[src/vpu_num_pkg.sv]
`default_nettype none

// numeric types shared by every block of the vector unit
package vpu_num_pkg;

    localparam int N_LANES = 4;     // lanes working side by side
    localparam int WORD_W  = 32;    // one two's complement operand
    localparam int PKT_W   = 16;    // packet counter width

    // one signed operand or lane result that wraps on overflow
    typedef logic signed [WORD_W-1:0] word_t;

    // a whole vector with lane 0 in the low word
    typedef word_t [N_LANES-1:0] vec_t;

    typedef logic [PKT_W-1:0] pkt_cnt_t;    // counts beats that carried last

endpackage

`default_nettype wire
[src/vpu_ctrl_pkg.sv]
`default_nettype none

// op encoding, pipeline depths and the per-lane beat records
package vpu_ctrl_pkg;

    // 3'b001 is left free for an accumulate op
    typedef enum logic [2:0] {
        ADD  = 3'b000,
        MUL  = 3'b010,
        MACC = 3'b011,
        NOP  = 3'b100
    } op_e;

    localparam int MUL_LAT  = 4;                    // multiply half depth
    localparam int ADD_LAT  = 4;                    // add half depth
    localparam int LANE_LAT = MUL_LAT + ADD_LAT;    // entry to result, every op

    // one beat entering a lane
    typedef struct packed {
        logic               valid;
        logic               last;   // already gated by valid
        op_e                op;     // op travels with the beat
        vpu_num_pkg::word_t a;
        vpu_num_pkg::word_t b;
        vpu_num_pkg::word_t c;      // broadcast scalar
    } lane_in_s;

    // one beat leaving a lane
    typedef struct packed {
        logic               valid;
        logic               last;
        vpu_num_pkg::word_t y;
    } lane_out_s;

endpackage

`default_nettype wire

[src/pe_lane.sv]
`timescale 1ns/1ps
`default_nettype none

// one processing element with a multiply half followed by an add half
module pe_lane (
    input  wire logic                   i_clk,
    input  wire logic                   i_rst_n,
    input  wire vpu_ctrl_pkg::lane_in_s i_in,
    output vpu_ctrl_pkg::lane_out_s     o_out
);

    import vpu_num_pkg::*;
    import vpu_ctrl_pkg::*;

    word_t     prod;            // low word of a*b
    logic      mul_v;           // product valid, MUL and MACC only
    word_t     prod_d;          // product after MUL_LAT
    logic      mul_v_d;
    lane_in_s  in_d;            // whole beat after MUL_LAT

    word_t     add_a;
    word_t     add_b;
    word_t     sum;
    logic      add_v;
    lane_out_s add_in;          // adder result entering the add half
    lane_out_s mul_in;          // MUL result waiting out the add half
    lane_out_s nop_in;          // a passed through for NOP
    lane_out_s add_out;
    lane_out_s mul_out;
    lane_out_s nop_out;

    logic [$bits(op_e)-1:0] op_dd_bits;
    op_e                    op_dd;      // op delayed by LANE_LAT

    // multiply half
    assign prod  = i_in.a * i_in.b;     // wraps to 32 bits
    assign mul_v = i_in.valid && (i_in.op == MUL || i_in.op == MACC);

    delay_line #(.WIDTH(WORD_W + 1), .DEPTH(MUL_LAT)) mul_pipe_inst (
        .i_clk   (i_clk),
        .i_rst_n (i_rst_n),
        .i_d     ({mul_v, prod}),
        .o_q     ({mul_v_d, prod_d})
    );

    delay_line #(.WIDTH($bits(lane_in_s)), .DEPTH(MUL_LAT)) in_pipe_inst (
        .i_clk   (i_clk),
        .i_rst_n (i_rst_n),
        .i_d     (i_in),
        .o_q     (in_d)     // a, b, c, op, valid, last alongside the product
    );

    // add half takes a+b for ADD and a*b+c for MACC
    assign add_a = (in_d.op == ADD) ? in_d.a : prod_d;
    assign add_b = (in_d.op == ADD) ? in_d.b : in_d.c;
    assign sum   = add_a + add_b;
    assign add_v = (in_d.op == ADD)  ? in_d.valid :
                   (in_d.op == MACC) ? mul_v_d    : 1'b0;

    assign add_in = '{valid: add_v,   last: in_d.last, y: sum};
    assign mul_in = '{valid: mul_v_d, last: in_d.last, y: prod_d};
    assign nop_in = '{valid: in_d.valid, last: in_d.last, y: in_d.a};

    delay_line #(.WIDTH($bits(lane_out_s)), .DEPTH(ADD_LAT)) add_pipe_inst (
        .i_clk   (i_clk),
        .i_rst_n (i_rst_n),
        .i_d     (add_in),
        .o_q     (add_out)
    );

    delay_line #(.WIDTH($bits(lane_out_s)), .DEPTH(ADD_LAT)) mul_hold_inst (
        .i_clk   (i_clk),
        .i_rst_n (i_rst_n),
        .i_d     (mul_in),
        .o_q     (mul_out)
    );

    delay_line #(.WIDTH($bits(lane_out_s)), .DEPTH(ADD_LAT)) nop_hold_inst (
        .i_clk   (i_clk),
        .i_rst_n (i_rst_n),
        .i_d     (nop_in),
        .o_q     (nop_out)
    );

    delay_line #(.WIDTH($bits(op_e)), .DEPTH(ADD_LAT)) op_pipe_inst (
        .i_clk   (i_clk),
        .i_rst_n (i_rst_n),
        .i_d     (in_d.op),
        .o_q     (op_dd_bits)
    );

    assign op_dd = op_e'(op_dd_bits);

    // every path is LANE_LAT deep, so the select just follows the op
    always_comb begin
        case (op_dd)
            ADD:     o_out = add_out;
            MACC:    o_out = add_out;
            MUL:     o_out = mul_out;
            NOP:     o_out = nop_out;
            default: o_out = '0;        // unused code gives no beat
        endcase
    end

endmodule

`default_nettype wire

[src/delay_line.sv]
`timescale 1ns/1ps
`default_nettype none

// plain shift register with DEPTH stages of WIDTH bits
module delay_line #(
    parameter int WIDTH = 1,
    parameter int DEPTH = 1     // must be 1 or more
) (
    input  wire logic             i_clk,
    input  wire logic             i_rst_n,
    input  wire logic [WIDTH-1:0] i_d,
    output logic      [WIDTH-1:0] o_q
);

    logic [DEPTH-1:0][WIDTH-1:0] pipe_q;    // stage 0 is the input side

    always_ff @(posedge i_clk) begin
        if (!i_rst_n) begin
            pipe_q <= '0;   // valid and last bits come out low
        end else begin
            pipe_q[0] <= i_d;
            for (int i = 1; i < DEPTH; i++) begin
                pipe_q[i] <= pipe_q[i-1];
            end
        end
    end

    assign o_q = pipe_q[DEPTH-1];

endmodule

`default_nettype wire

[config.mk]
export PLATFORM = sky130hd
export DESIGN_NAME = pe_lane
export DESIGN_NICKNAME = d
export VERILOG_FILES = /design/src/vpu_num_pkg.sv /design/src/vpu_ctrl_pkg.sv /design/src/pe_lane.sv /design/src/delay_line.sv
export SDC_FILE = /design/constraint.sdc
export NUM_CORES = 2
export LEC_CHECK = 0
export ABC_CLOCK_PERIOD_IN_PS = 11500
export BUFFER_PORTS_ARGS = -buffer_cell sky130_fd_sc_hd__buf_2
export CAP_MARGIN = 40
export CORE_MARGIN = 5
export CORE_UTILIZATION = 55
export DETAILED_ROUTE_END_ITERATION = 8
export PLACE_DENSITY = 0.81
export RECOVER_POWER = 100
export SLEW_MARGIN = 20
export SYNTH_ARGS = -nofsm -noshare
export SYNTH_HDL_FRONTEND = slang
export SYNTH_SLANG_ARGS = --single-unit
[constraint.sdc]
create_clock -name i_clk -period 11.5 [get_ports i_clk]
set_clock_uncertainty 0.15 [all_clocks]
set_input_delay 2.875 -clock i_clk [delete_from_list [all_inputs] [get_ports i_clk]]
set_output_delay 2.875 -clock i_clk [all_outputs]
set_load 0.02 [all_outputs]
==> metrics.yaml <==
floorplanning:
  start_util_pct: 55.6
  pin_count: 137
  die_y_um: 296
  core_um2: 80700
  row_count: 104
  die_area_um2: 87400
  die_width_um: 296
sta:
  finalSetupViolCount: 0
  tns_ns: 0
  hold_viol: 0
  max_freq_mhz: 99.9
  relSlewSlack_pct: -131
  drv_slew: 861
  worst_slew_pin_slew_ns: 3.47
  timing.final.crit_share_pct: 87.1
  min_period_ns: 10.01
  rsz0062_at_grt: "false"
cts:
  cts_tree: "built"
  post_cts.repair.setup_buffers: 0
  clk_pin_slew_ns: 0.06
  clkSinkCount: 948
  cts_buffers: 85
  clock_latency_ns: 0.64
  clk_path_buf_depth: 3
  cts-root-buf: "clkbuf_16"
  htree_levels: 3
  cts-resized-gates: 0
  hold_buffers: 0
yosys:
  syn_nets: 4937
  synthTopCellsByArea: "dfxtp_1, fa_1, and2_1, ha_1, inv_1"
  syn_area_um2: 44900
  synthXorXnorAreaFrac_pct: 1.88
  synth_adder_area_share_pct: 23.3
  synth-simple-area-share_pct: 21.2
  synthFlopType: "dfxtp_1"
  seq_area_frac_synth_pct: 42.3
  synth_top_area_share_pct: 42.3
  syn_inst: 4244
  synthArstFlopShare_pct: 0
  synthMuxAreaShare_pct: 2.45
  synth_area_per_cell_um2: 10.6
  synth_top_area_cell: "dfxtp_1"
  synth_warnings: 0
  synth_compound_area_share_pct: 3.45
  ys_ff_latch: 948
  synth_top_family_by_area: "adder cells"
  synth-edff-count: 0
  synth_cell_types: 75
routing:
  avgRoutedWirePerCell_um: 17.6
  drc: 0
  num_vias: 27100
  ant_nets: 0
  vias_per_cell: 5.01
  wl_mm: 94.9
  drtPass1Iterations: 5
  drt-initial-drc-count: 1776
cells_and_area:
  area_delta_synth_final_pct: 9.08
  final_cell_mix: "dfxtp_1, and2_1, and2_0, inv_1, fa_1"
  final_common_cell: "dfxtp_1"
  drive_above_1_share_pct: 8.37
  nNetsFinal: 4957
place:
  port_buffers: 136
  dp_hpwl_mm: 66.4
  place_congestion: 0.933
worst_setup_path:
  cp-end-kind: "flip-flop"
  crit_fanout: 30
  required_ns: 11.80
  critPathKind: "in -> reg"
  critPathArrivalTime_ns: 10.31
  cp-start-kind: "primary input"
global_routing:
  antenna_found_initial: 5
  grt_pass1_wl_mm: 153
  grt_pass1_vias: 28400
  grt_max_degree: 203
  grt.total_usage_pct: 22.1
  overflow: 0
run_status:
  status: "complete, but fails checks"
  violations: "max-capacitance violations, max-slew violations"
min_path:
  hold_path_class: "reg -> reg"
run:
  drv_cap: 12
path summary, 6_finish.rpt:
| kind | cells past startpoint | from | to | slack (ns) |
|---|---|---|---|---|
| min reg2reg | 1 | add_pipe_inst.pipe_q[26] | add_pipe_inst.pipe_q[60] | 0.25 |
| max | 24 | i_in[67] | mul_pipe_inst.pipe_q[24] | 1.49 |
| min | 1 | add_pipe_inst.pipe_q[26] | add_pipe_inst.pipe_q[60] | 0.25 |
| max reg2reg | 14 | in_pipe_inst.o_q[96] | add_pipe_inst.pipe_q[28] | 4.18 |
through the flow:
stage,util (%),setup slack (ns),hold slack [ns],cells,area [µm²]
final,60.7,1.49,0.254,5396,49000
after global routing,60.7,0.941,0.263,5396,49000
after floorplan,-,2.02,0.256,4244,44900
after detailed placement,57.3,1.57,0.267,5236,46300
after global placement,57.3,1.66,0.263,5234,46200
after CTS,60.9,2.27,0.250,5394,49200
final cells by class:
| class | instances | area, µm² |
|---|---|---|
| well taps | 1060 | 1330 |
| repair buffers | 153 | 722 |
| diodes | 1 | 2.50 |
| clock inverters | 43 | 539 |
| clock buffers | 115 | 2370 |
| inverters | 436 | 1640 |
| fillers | 6389 | 31700 |
| multi-input cells | 2640 | 23400 |
| flip-flops and latches | 948 | 19000 |
per-layer routing:
metal / global-route usage [%] / vias to the layer above / wire length (µm)
met4: 6.88 / 4 / 2710
met2: 37.3 / 842 / 45400
met3: 3.87 / 204 / 6380
met5: 0 / - / 27
met1: 29.4 / 13100 / 40300
li1: - / 12900 / -
registers in the layout, indices dropped and copies added (netlist names), 34 cells and up:
name,count
add_pipe_inst.o_q,34
add_pipe_inst.pipe_q,102
in_pipe_inst.o_q,101
in_pipe_inst.pipe_q,303
mul_hold_inst.pipe_q,99
mul_pipe_inst.pipe_q,99
nop_hold_inst.pipe_q,99
worst max-delay path: stages:
cell and delay (ns):
clkbuf_1 1.29, nand2_1 0.21, fa_1 0.46, inv_1 0.08, fa_1 0.43, fa_1 0.51, inv_1 0.05, fa_1 0.47
inv_1 0.04, ha_1 0.26, ha_1 0.33, fa_1 0.49, inv_1 0.05, fa_1 0.48, inv_1 0.04, ha_1 0.35
nand3_1 0.11, a211oi_1 0.25, a21oi_1 0.17, a21oi_1 0.46, o21ai_0 0.29, o21ai_0 0.30, xnor2_1 0.18, nor2_1 0.10
cells in the mapped netlist, drive strengths merged, types with 29 or more instances:
library cell  number
a22oi             33
inv              436
a21oi             49
and2            1244
mux2              95
nand2            248
xor2              29
nor2              60
o21ai             57
ha               181
fa               409
xnor2             65
clkbuf           212
dfxtp            948
kinds of logic (layout without fill, tap and decap cells):
| family | after synthesis | count (layout) |
|---|---|---|
| AO/OA/AOI/OAI | 218 | 218 |
| XOR/XNOR | 95 | 95 |
| adder cells (fa/ha/maj) | 590 | 590 |
| buffers and inverters | 656 | 747 |
| flip-flops | 948 | 948 |
| multiplexers | 98 | 98 |
| other | 0 | 1 |
| AND/OR/NAND/NOR | 1639 | 1639 |
Power is left out: the tool's default activity adds up to more than one toggle a clock period on the data nets, which glitch-free logic cannot reach.
