$ cat config.mk
export PLATFORM = sky130hd
export DESIGN_NAME = lane_dispatch
export DESIGN_NICKNAME = d
export VERILOG_FILES = /design/src/vpu_num_pkg.sv /design/src/vpu_ctrl_pkg.sv /design/src/lane_dispatch.sv
export SDC_FILE = /design/constraint.sdc
export NUM_CORES = 1
export LEC_CHECK = 0
export ABC_AREA = 1
export ABC_CLOCK_PERIOD_IN_PS = 2200
export BUFFER_PORTS_ARGS = -buffer_cell sky130_fd_sc_hd__buf_4
export CORE_AREA = 3 3 276 278
export CTS_CLUSTER_SIZE = 40
export DETAILED_ROUTE_END_ITERATION = 16
export DIE_AREA = 0 0 279 281
export GPL_TIMING_DRIVEN = 0
export SLEW_MARGIN = 10
export SYNTH_ARGS = -nofsm -noshare
export SYNTH_HDL_FRONTEND = slang
export SYNTH_SLANG_ARGS = --single-unit
$ cat constraint.sdc
create_clock -name i_clk -period 2.2 [get_ports i_clk]
set_input_delay 0 -clock i_clk [delete_from_list [all_inputs] [get_ports i_clk]]
set_output_delay 0 -clock i_clk [all_outputs]
set_load 0.05 [all_outputs]
$ cat src/vpu_num_pkg.sv
`default_nettype none

// numeric types shared by every block of the vector unit
package vpu_num_pkg;

    localparam int N_LANES = 4;     // lanes working side by side
    localparam int WORD_W  = 32;    // one two's complement operand
    localparam int PKT_W   = 16;    // packet counter width

    // one signed operand or lane result that wraps on overflow
    typedef logic signed [WORD_W-1:0] word_t;

    // a whole vector with lane 0 in the low word
    typedef word_t [N_LANES-1:0] vec_t;

    typedef logic [PKT_W-1:0] pkt_cnt_t;    // counts beats that carried last

endpackage

`default_nettype wire
$ cat src/vpu_ctrl_pkg.sv
`default_nettype none

// op encoding, pipeline depths and the per-lane beat records
package vpu_ctrl_pkg;

    // 3'b001 is left free for an accumulate op
    typedef enum logic [2:0] {
        ADD  = 3'b000,
        MUL  = 3'b010,
        MACC = 3'b011,
        NOP  = 3'b100
    } op_e;

    localparam int MUL_LAT  = 4;                    // multiply half depth
    localparam int ADD_LAT  = 4;                    // add half depth
    localparam int LANE_LAT = MUL_LAT + ADD_LAT;    // entry to result, every op

    // one beat entering a lane
    typedef struct packed {
        logic               valid;
        logic               last;   // already gated by valid
        op_e                op;     // op travels with the beat
        vpu_num_pkg::word_t a;
        vpu_num_pkg::word_t b;
        vpu_num_pkg::word_t c;      // broadcast scalar
    } lane_in_s;

    // one beat leaving a lane
    typedef struct packed {
        logic               valid;
        logic               last;
        vpu_num_pkg::word_t y;
    } lane_out_s;

endpackage

`default_nettype wire

$ cat src/lane_dispatch.sv
`timescale 1ns/1ps
`default_nettype none

// command port, op/scalar registers and per-lane beat register
module lane_dispatch (
    input  wire logic                   i_clk,
    input  wire logic                   i_rst_n,
    // four-phase command port
    input  wire logic                   i_cmd_req,
    input  wire vpu_ctrl_pkg::op_e      i_cmd_op,
    input  wire vpu_num_pkg::word_t     i_cmd_scalar,
    output logic                        o_cmd_ack,
    // operand streams
    input  wire vpu_num_pkg::vec_t      i_a,
    input  wire vpu_num_pkg::vec_t      i_b,
    input  wire logic                   i_valid_a,
    input  wire logic                   i_valid_b,
    input  wire logic                   i_last_a,
    input  wire logic                   i_last_b,
    // one registered beat per lane
    output vpu_ctrl_pkg::lane_in_s      o_lane_in [vpu_num_pkg::N_LANES]
);

    import vpu_num_pkg::*;
    import vpu_ctrl_pkg::*;

    typedef enum logic {
        IDLE,   // waiting for req
        ACKED   // ack high, waiting for req to drop
    } cmd_state_e;

    cmd_state_e state_q;
    op_e        op_q;       // current op, NOP after reset
    word_t      scalar_q;   // current scalar c
    logic       cmd_take;   // req seen while ack low
    op_e        beat_op;
    word_t      beat_c;
    logic       beat_ok;
    logic       beat_last;

    assign cmd_take  = (state_q == IDLE) && i_cmd_req;
    assign o_cmd_ack = (state_q == ACKED);

    // a beat on the latching edge already gets the new command
    assign beat_op   = cmd_take ? i_cmd_op : op_q;
    assign beat_c    = cmd_take ? i_cmd_scalar : scalar_q;

    assign beat_ok   = i_valid_a && i_valid_b;              // one valid low is a bubble
    assign beat_last = beat_ok && (i_last_a || i_last_b);   // last of either stream

    always_ff @(posedge i_clk) begin
        if (!i_rst_n) begin
            state_q  <= IDLE;
            op_q     <= NOP;
            scalar_q <= '0;
        end else begin
            case (state_q)
                IDLE: begin
                    if (i_cmd_req) begin
                        state_q  <= ACKED;
                        op_q     <= i_cmd_op;       // host holds these steady with req
                        scalar_q <= i_cmd_scalar;
                    end
                end
                ACKED: begin
                    if (!i_cmd_req) state_q <= IDLE;    // ack drops next cycle
                end
                default: state_q <= IDLE;
            endcase
        end
    end

    // slice the vectors, tag each lane with op and scalar
    always_ff @(posedge i_clk) begin
        for (int i = 0; i < N_LANES; i++) begin
            o_lane_in[i].op <= beat_op;
            o_lane_in[i].a  <= i_a[i];
            o_lane_in[i].b  <= i_b[i];
            o_lane_in[i].c  <= beat_c;
            if (!i_rst_n) begin
                o_lane_in[i].valid <= 1'b0;
                o_lane_in[i].last  <= 1'b0;
            end else begin
                o_lane_in[i].valid <= beat_ok;
                o_lane_in[i].last  <= beat_last;
            end
        end
    end

endmodule

`default_nettype wire

==> results.md, run 1 <==
* Gate Count Post-Synth at roughly 700
* Die area at 78400 um^2
* Most common cell after layout, fill and taps aside: buf_4
* Core area at 74200 um^2
* Max Freq at 0.6025 GHz
* Worst-path clk slew at 50 ps
* Fraction of layout cells with a size suffix above 1 at 0.5499
* Clk root buf: clkbuf_16
* I/O pin total at about 700
* Setup TNS at 0 ps
* Clk sinks at 329
* Chip height at 281 um
* Post-synth net total at 1001
* Final Critical Period at 1660 ps
* First drt pass iteration count at 4
* Vias at 8413
* Actual slew at the worst max-slew pin at 590.4 ps
* ANT nets after route at 0
* CTS resizes at 0
* R2R setup slack at ~550 ps
* Vias in the first global route at 8826
* Worst vdd ir at between 0.0005 and 0.0006 V
* Total track usage at 0.1178
* PwrDens at about 900 nW/um^2
* Antenna violations before repair at 42
* Fin crit share at 0.7545
* Slew Limit Fails at 0
* Ys Warns at 0
* Mean Syn Cell Area at 12.38 um^2
* CTS tree: built
* Die width at ~280 um
* Initial Utilization at 0.1173
* CTS Buf Count at 44
* Clock Latency Late Sink at 570 ps
* Worst hold path type: in2reg
* 1st-iter DRT viols at approximately 150
* Largest net degree at the start of global routing at 13
* H-tree levels at 2
* Wire per inst at 17.41 um
* First-pass GRT wire length at 64950 um
* Synthesized area at 8702 um^2
* Worst r2r src: o_cmd_ack
* Commonest non-fill, non-tap cells in the layout: buf_4 (812), dfxtp_1 (329), dlygate4sd3_1 (299)
* Leakage at approximately 0.0096 uW
* Number of max-cap violations at 0
* Netlist cell types at 13
* Worst Skew at 15.56 ps
* Seq/Total Area, Yosys at 0.7569
* Layout Nets at between 2000 and 2500
* Worst setup endpoint: o_lane_in[318]
* Endpoints failing setup at 0
* RSZ-0062 raised after global routing: false
* Total global routing overflow at 0
* Vias per cell at 3.035
* Relative slew slack at 0.6059
* # fillers at ~7800
* GPL Wtd Cong at approximately 0.77
* Arr. time, crit path at 1660 ps
* Crit path launch: o_lane_in[15]
* Worst Path Required at 2200 ps
* Routed WL at 48270 um
* Synthesis-to-finish area growth at 126.5%
* Worst setup SP type: register
* Register bit total from synthesis at 329
* Port Buffers at 701
* CTS Buffer Depth at 3
* # DRC at 0
* Reg2reg path depth at 5
* Crit Path Max Fanout at 4
* Hold slack at 61.06 ps
* Setup CP Type: reg2out
* # rows at 100
* Critical Path End Type: output port
* Worst reg2reg path endpoint: op_q[2]
* Run status: complete, no violations
* Hold Vio Cnt, Final at 0
* Hpwl dp at 39410 um
per-layer routing:
layer | global-route usage | part of all wire | vias up | wire (um)
li1 | - | - | 4109 | -
met1 | 0.1266 | 0.37 | 3701 | 17950
met2 | 0.2016 | 0.48 | 454 | 23070
met3 | 0.05956 | 0.11 | 111 | 5485
met4 | 0.03838 | 0.031 | 38 | 1508
met5 | 0 | 0.0052 | - | 252
area by class of cell:
type | instances | area [um^2] | area share
timing repair buffer | 1000 | 8255 | 0.4188
sequential | 329 | 6586 | 0.3341
clock buffer | 58 | 1234 | 0.06259
tap | 969 | 1212 | 0.06151
buffer | 124 | 923.4 | 0.04685
multi-input combinational | 145 | 798.3 | 0.04050
inverter | 105 | 394.1 | 0.01999
clock inverter | 21 | 255.2 | 0.01295
antenna | 21 | 52.55 | 0.002666
worst min path at each step:
stage,from,to,slack (ps),depth (start not counted)
floorplan,i_b[64],o_lane_in[133],30,0
global placement,i_b[122],o_lane_in[58],100,1
detailed placement,i_a[21],o_lane_in[388],110,1
CTS,i_a[29],o_lane_in[396],4,2
global route,i_a[7],o_lane_in[374],30,2
finish,i_b[32],o_lane_in[234],60,2
critical path, stage by stage, from the launching register on:
cell and delay, ps:
dfxtp_1 690, buf_4 200, buf_4 190
cells in the mapped netlist:
library cell / count / area share
buf_2: 9 / 0.0052
buf_4: 111 / 0.096
buf_6: 4 / 0.0052
dfxtp_1: 329 / 0.76
inv_1: 103 / 0.044
inv_2: 2 / 0.00086
nand2_1: 22 / 0.0095
nand2_2: 50 / 0.036
nand2_4: 1 / 0.0013
nand3_1: 36 / 0.021
nor2_1: 6 / 0.0026
nor2_2: 29 / 0.021
o21a_1: 1 / 0.00086
through the flow:
stage / power, uW / utilization / worst slack [ps] / area (um^2) / instances
floorplan: 9034 / - / 861.4 / 8702 / 703
global placement: 10510 / 0.2046 / 750.3 / 15180 / 2373
detailed placement: 10550 / 0.2046 / 746.7 / 15180 / 2373
CTS: 18620 / 0.2650 / 483.0 / 19660 / 2751
global route: 18960 / 0.2654 / 471.3 / 19690 / 2765
finish: 18190 / 0.2657 / 540.2 / 19710 / 2772
sequential cells by signal, summed over array words and instances (netlist names):
| signal | cells |
|---|---|
| o_lane_in | 293 |
| scalar_q | 32 |
| op_q | 3 |
| o_cmd_ack | 1 |
kinds of logic (layout without fill, tap and decap cells):
group | after synthesis | count (layout) | share of synthesized area
DFF | 329 | 329 | 0.7569
other | 0 | 21 | 0
AOI/OAI and AO/OA | 1 | 1 | 0.0008630
buffers and inverters | 229 | 1308 | 0.1514
and+or+nand+nor | 144 | 144 | 0.09087
timing repair:
action / CTS / global route
setup buffers: 0 / 0
hold buffers: 299 / 0
hold endpoints to repair: 329 / 0
power by group:
part           switching [uW]  leakage [uW]  internal [uW]
Sequential                191       0.00277           6340
Combinational            2660       0.00612           1660
Clock                    2900      0.000734           4440
Note: power is estimated with default switching activity, not from simulation.
==> run 2: changes to the inputs <==
--- a/config.mk
+++ b/config.mk
@@ -6,12 +6,12 @@
 export NUM_CORES = 1
 export LEC_CHECK = 0
 export ABC_AREA = 1
-export ABC_CLOCK_PERIOD_IN_PS = 2200
+export ABC_CLOCK_PERIOD_IN_PS = 1600
 export BUFFER_PORTS_ARGS = -buffer_cell sky130_fd_sc_hd__buf_4
-export CORE_AREA = 3 3 276 278
+export CORE_AREA = 3 3 270 272
 export CTS_CLUSTER_SIZE = 40
 export DETAILED_ROUTE_END_ITERATION = 16
-export DIE_AREA = 0 0 279 281
+export DIE_AREA = 0 0 273 275
 export GPL_TIMING_DRIVEN = 0
 export SLEW_MARGIN = 10
 export SYNTH_ARGS = -nofsm -noshare
==> constraint.sdc (replaced) <==
create_clock -name i_clk -period 1.6 [get_ports i_clk]
set_input_delay 0 -clock i_clk [delete_from_list [all_inputs] [get_ports i_clk]]
set_output_delay 0 -clock i_clk [all_outputs]
set_load 0.05 [all_outputs]
==> run 2 against run 1 <==
  * Clock power is 23% higher
  * Non-clock buffer count decreased by 1
  * First-iteration DRC count increased by 69%
  * Sequential power up 37%
  * Clock skew fell by 7.8 ps
  * Final area is 1.2% lower
  * Utilization rose by 0.86 points
  * Critical endpoint is now o_lane_in[403]
  * Largest cell class unchanged
  * Largest power group unchanged
==> results.md, run 2 (synthesized netlist as in run 1, its figures left out) <==
* Run status: complete, no violations
* Highest-delay cell along the critical path: dfxtp_2
* Vias in the first global route at 8644
* Cell-by-cell trace of the critical path: buf_4 -> buf_4
* Clock Latency Late Sink at 550 ps
* Relative slew slack at 0.7588
* Setup Buffers After CTS at 0
* # DRC at 0
* # rows at 98
* Vias at roughly 8400
* Chip height at about 280 um
* 1st-iter DRT viols at around 260
* Max Freq at 0.7236 GHz
* CTS Buffer Depth at 3
* Slew Limit Fails at 0
* Worst setup SP type: register
* Setup ws final at 217.9 ps
* Commonest non-fill, non-tap cells in the layout: buf_4 (812), dfxtp_1 (327), dlygate4sd3_1 (298)
* Worst-path clk slew at ~60 ps
* Cell mode on critical path: buf_4
* First drt pass iteration count at 4
* Regs by FF count: o_lane_in x293, scalar_q x32, op_q x3
* Hold Path End: o_lane_in[77]
* Total track usage at 0.1118
* Setup TNS at 0 ps
* Actual slew at the worst max-slew pin at between 300 and 400 ps
* Biggest register: o_lane_in
* Arr. time, crit path at 1380 ps
* CTS Buf Count at 40
* Bufs and invs on worst path at 2
* Endpoints failing setup at 0
* Port Buffers at 701
* Fin crit share at 0.8638
* Number of max-cap violations at 0
* Worst vdd ir at 0.0008785 V
* Post-DP Area at 15150 um^2
* Worst Skew at 7.799 ps
* Most common cell after layout, fill and taps aside: buf_4
* ANT nets after route at 0
* Crit Path Max Fanout at 4
* RSZ-0062 raised after global routing: false
* Leakage at 0.009519 uW
* CTS tree: built
* Max reg flops at 293
* Design area at around 19000 um^2
* Crit-path max cell delay at 480 ps
* Clk sinks at 329
* Routed WL at between 40000 and 50000 um
* Worst Path Required at 1600 ps
* Worst r2r src: o_cmd_ack
* PwrDens at ~1200 nW/um^2
* CP delay by family, top: flip-flops
* Antenna violations before repair at 28
* Total global routing overflow at 0
* H-tree levels at 2
* Min-Delay Startpoint: i_a[109]
* Hold Path Cell Cnt at 2
* Largest net degree at the start of global routing at 13
* First-pass GRT wire length at ~60000 um
* Initial Utilization at 0.1226
* Fraction of layout cells with a size suffix above 1 at 0.5488
* Clk root buf: clkbuf_16
* Layout Nets at 2042
* Hold Vio Cnt, Final at 0
* Die area at 75080 um^2
* R2R setup slack at around 400 ps
* Setup CP Type: reg2out
* Hpwl dp at 35650 um
* Synthesis-to-finish area growth at 123.8%
* Critical Path End Type: output port
* GPL Wtd Cong at 0.8394
* I/O pin total at 703
* Die width at 273 um
* # fillers at around 7400
* Final Critical Period at roughly 1400 ps
* Reg2reg path depth at 5
* Wire per inst at 16.37 um
* Worst reg2reg path endpoint: scalar_q[30]
* Pre-CTS setup slack at 374.8 ps
* Vias per cell at 3.063
* Worst hold path type: in2reg
* Core area at slightly above 70000 um^2
run 2: cell count changes in the layout (fill, tap and decap cells not counted), moves of 4 or more:
| cell | before | now |
|---|---|---|
| diode_2 | 21 | 9 |
| clkinv_2 | 8 | 4 |
| clkinvlp_4 | 2 | 6 |
| clkbuf_16 | 44 | 40 |
run 2: layout make-up:
class	count	area [um^2]	share of cell area
clock buffer	54	1124	0.05770
buffer	124	923.4	0.04742
clock inverter	17	187.7	0.009638
timing repair buffer	999	8245	0.4234
inverter	105	394.1	0.02024
antenna	9	22.52	0.001157
multi-input combinational	145	798.3	0.04099
sequential	329	6589	0.3384
tap	950	1189	0.06104
run 2: how the worst max path moves through the flow:
stage                         startpoint              to  slack [ps]  cells past startpoint
after CTS                      i_valid_b   o_lane_in[99]          40                      7
after global routing      o_lane_in[100]  o_lane_in[403]         120                      2
after floorplan                o_cmd_ack    scalar_q[23]         260                      6
after detailed placement       o_cmd_ack    scalar_q[30]         370                      5
final                     o_lane_in[100]  o_lane_in[403]         220                      2
after global placement         o_cmd_ack    scalar_q[29]         380                      5
run 2: through the flow:
stage	hold slack, ps	utilization	total power, uW	std cells
3_3_place_gp	104.2	0.2134	14420	2354
4_1_cts	25.95	0.2740	24370	2723
3_5_place_dp	105.4	0.2134	14460	2354
2_1_floorplan	27.72	-	12420	703
6_report	77.62	0.2743	23890	2732
5_1_grt	40.06	0.2741	24880	2726
run 2: repair_timing:
action,CTS,global route
hold buffers,298,1
hold endpoints to repair,329,1
endpoints found under the setup margin,6,1
gates resized for setup,2,0
run 2: routing by layer:
| metal | track usage | up-vias | routed length, um |
|---|---|---|---|
| li1 | - | 4059 | - |
| met5 | 0 | - | 212 |
| met1 | 0.1154 | 3709 | 15830 |
| met4 | 0.05548 | 36 | 2239 |
| met3 | 0.05747 | 112 | 5411 |
| met2 | 0.1871 | 453 | 21030 |
run 2: power by group:
group	leakage [uW]	internal, uW	switching [uW]	total, uW
logic	0.00612	2290	3630	5910
registers	0.00277	8710	248	8960
clock network	0.000626	5300	3720	9020
total	0.00952	16300	7600	23900
==> run 3: changes to the inputs <==
==> constraint.sdc (replaced) <==
create_clock -name i_clk -period 1.6 [get_ports i_clk]
set_input_delay 0.48 -clock i_clk [delete_from_list [all_inputs] [get_ports i_clk]]
set_output_delay 0.48 -clock i_clk [all_outputs]
set_load 0.05 [all_outputs]
==> run 3 against run 2 <==
  * The flow now finishes with violations (negative setup slack)
  * Hold slack worse by 30 ps
  * Final area up 10%
  * Via count down 0.79%
  * Total power up 4.9%
  * Non-clock buffer count down 53
  * Clock power about the same
  * Flip-flop and latch count unchanged
  * First-iteration DRC count down 2.0%
  * Sequential power up 2%
  * Critical path depth unchanged
  * Clock-buffer cell count unchanged
  * Clock skew down 0.70 ps
==> results.md, run 3 (synthesized netlist as in run 1, its figures left out) <==
* Die width at 273 um
* Max Freq at 0.5690 GHz
* # DRC at 0
* Cell-by-cell trace of the critical path: buf_6 -> buf_8
* Clock Latency Late Sink at 550 ps
* Crit Path Max Fanout at 4
* Clk sinks at 329
* Design area at between 20000 and 25000 um^2
* Largest net degree at the start of global routing at 13
* Highest-delay cell along the critical path: dfxtp_4
* Chip height at between 200 and 300 um
* Worst Path Required at approximately 1100 ps
* CTS Buffer Depth at 3
* Setup ws final at -157.4 ps
* Hpwl dp at approximately 36000 um
* Failing checks: negative setup slack
* Worst hold path type: in2reg
* H-tree levels at 2
* CTS tree: built
* First drt pass iteration count at 4
* CTS Buf Count at 40
* Commonest non-fill, non-tap cells in the layout: buf_4 (387), buf_6 (258), dlygate4sd3_1 (245)
* Max reg flops at 293
* Final Critical Period at 1757 ps
* Port Buffers at 701
* Die area at 75080 um^2
* Core area at 71000 um^2
* Leakage at 0.01006 uW
* Slew Limit Fails at 0
* Vias per cell at 3.099
* GPL Wtd Cong at 0.8394
* Total global routing overflow at 0
* Biggest register: o_lane_in
* Fin crit share at 1.098
* First-pass GRT wire length at 62730 um
* 1st-iter DRT viols at 250
* ANT nets after route at 0
* Worst-path clk slew at 60 ps
* Relative slew slack at 0.7580
* Hold slack at 48.10 ps
* Hold Vio Cnt, Final at 0
* Post-DP Area at roughly 15000 um^2
* Pre-CTS setup slack at 80.89 ps
* Initial Utilization at 0.1226
* RSZ-0062 raised after global routing: true
* Wire per inst at 17.63 um
* Run status: finished with violations
* Bufs and invs on worst path at 2
* Number of max-cap violations at 0
* Worst vdd ir at 0.0008967 V
* Endpoints failing setup at 114
* I/O pin total at between 700 and 800
* CP delay by family, top: flip-flops
* Total track usage at 0.1176
* # rows at 98
* Vias at 8303
* Worst setup SP type: register
* Crit path launch: o_lane_in[99]
* Antenna violations before repair at 28
* Worst Skew at a little over 7 ps
* # fillers at about 7000
* Synthesis-to-finish area growth at 147.0%
* Fraction of layout cells with a size suffix above 1 at 0.6302
* Critical Path End Type: output port
* Min-Delay Startpoint: i_a[46]
* Arr. time, crit path at about 1300 ps
* Clk root buf: clkbuf_16
* Routed WL at 47230 um
* Setup Buffers After CTS at 0
* Crit-path max cell delay at 450 ps
* Most common cell after layout, fill and taps aside: buf_4
* Setup CP Type: reg2out
* Regs by FF count: o_lane_in x293, scalar_q x32, op_q x3
* Vias in the first global route at 8900
* Worst r2r src: o_cmd_ack
* Layout Nets at 1989
* PwrDens at 1166 nW/um^2
* Actual slew at the worst max-slew pin at 363.1 ps
run 3: cell type report:
| cell class | count | area, um^2 | area share |
|---|---|---|---|
| diodes | 9 | 22.52 | 0.001048 |
| plain buffers | 124 | 1340 | 0.06235 |
| clock buffers | 54 | 1124 | 0.05228 |
| clock inverters | 17 | 187.7 | 0.008733 |
| inverters | 105 | 394.1 | 0.01834 |
| multi-input cells | 145 | 798.3 | 0.03714 |
| flip-flops and latches | 329 | 6840 | 0.3183 |
| well taps | 950 | 1189 | 0.05531 |
| repair buffers | 946 | 9595 | 0.4465 |
run 3: final timing paths:
| path | end | slack [ps] | depth (start not counted) |
|---|---|---|---|
| worst max-delay path | o_lane_in[301] | -160 | 2 |
| worst min-delay path | o_lane_in[280] | 50 | 1 |
| worst max register to register | scalar_q[30] | 380 | 5 |
| worst min register to register | o_lane_in[98] | 460 | 2 |
run 3: where the power goes:
part / internal (uW) / switching [uW] / total, uW
clock: 5300 / 3750 / 9040
sequential: 8740 / 399 / 9140
combinational: 3110 / 3770 / 6880
run 3: per-layer routing:
metal	global-route usage	share of wire	vias to the layer above	wire length, um
met5	0	0.0041	-	192
met4	0.05562	0.050	34	2369
met3	0.05599	0.11	119	5338
met2	0.2032	0.49	456	22950
met1	0.1202	0.35	3729	16390
li1	-	-	3965	-
run 3: timing repair:
action                                 CTS  global route
hold buffers                           245             0
endpoints found under the hold margin  245             0
gates resized for setup                682            84
setup endpoints to repair              269           223
run 3: through the flow:
stage,utilization,setup TNS (ps),cells,power (uW)
4_1_cts,0.2989,-12630,2670,25360
6_report,0.3027,-6882,2679,25060
3_5_place_dp,0.2134,0,2354,14460
5_1_grt,0.3025,-14440,2673,26040
2_1_floorplan,-,0,703,12420
3_3_place_gp,0.2134,0,2354,14420
run 3: worst reg2reg max path, delay by kind of cell (launching register included):
kind | cells | cell delay, ps
buffers and inverters | 2 | 490
flip-flops | 1 | 330
AND/OR/NAND/NOR | 3 | 290
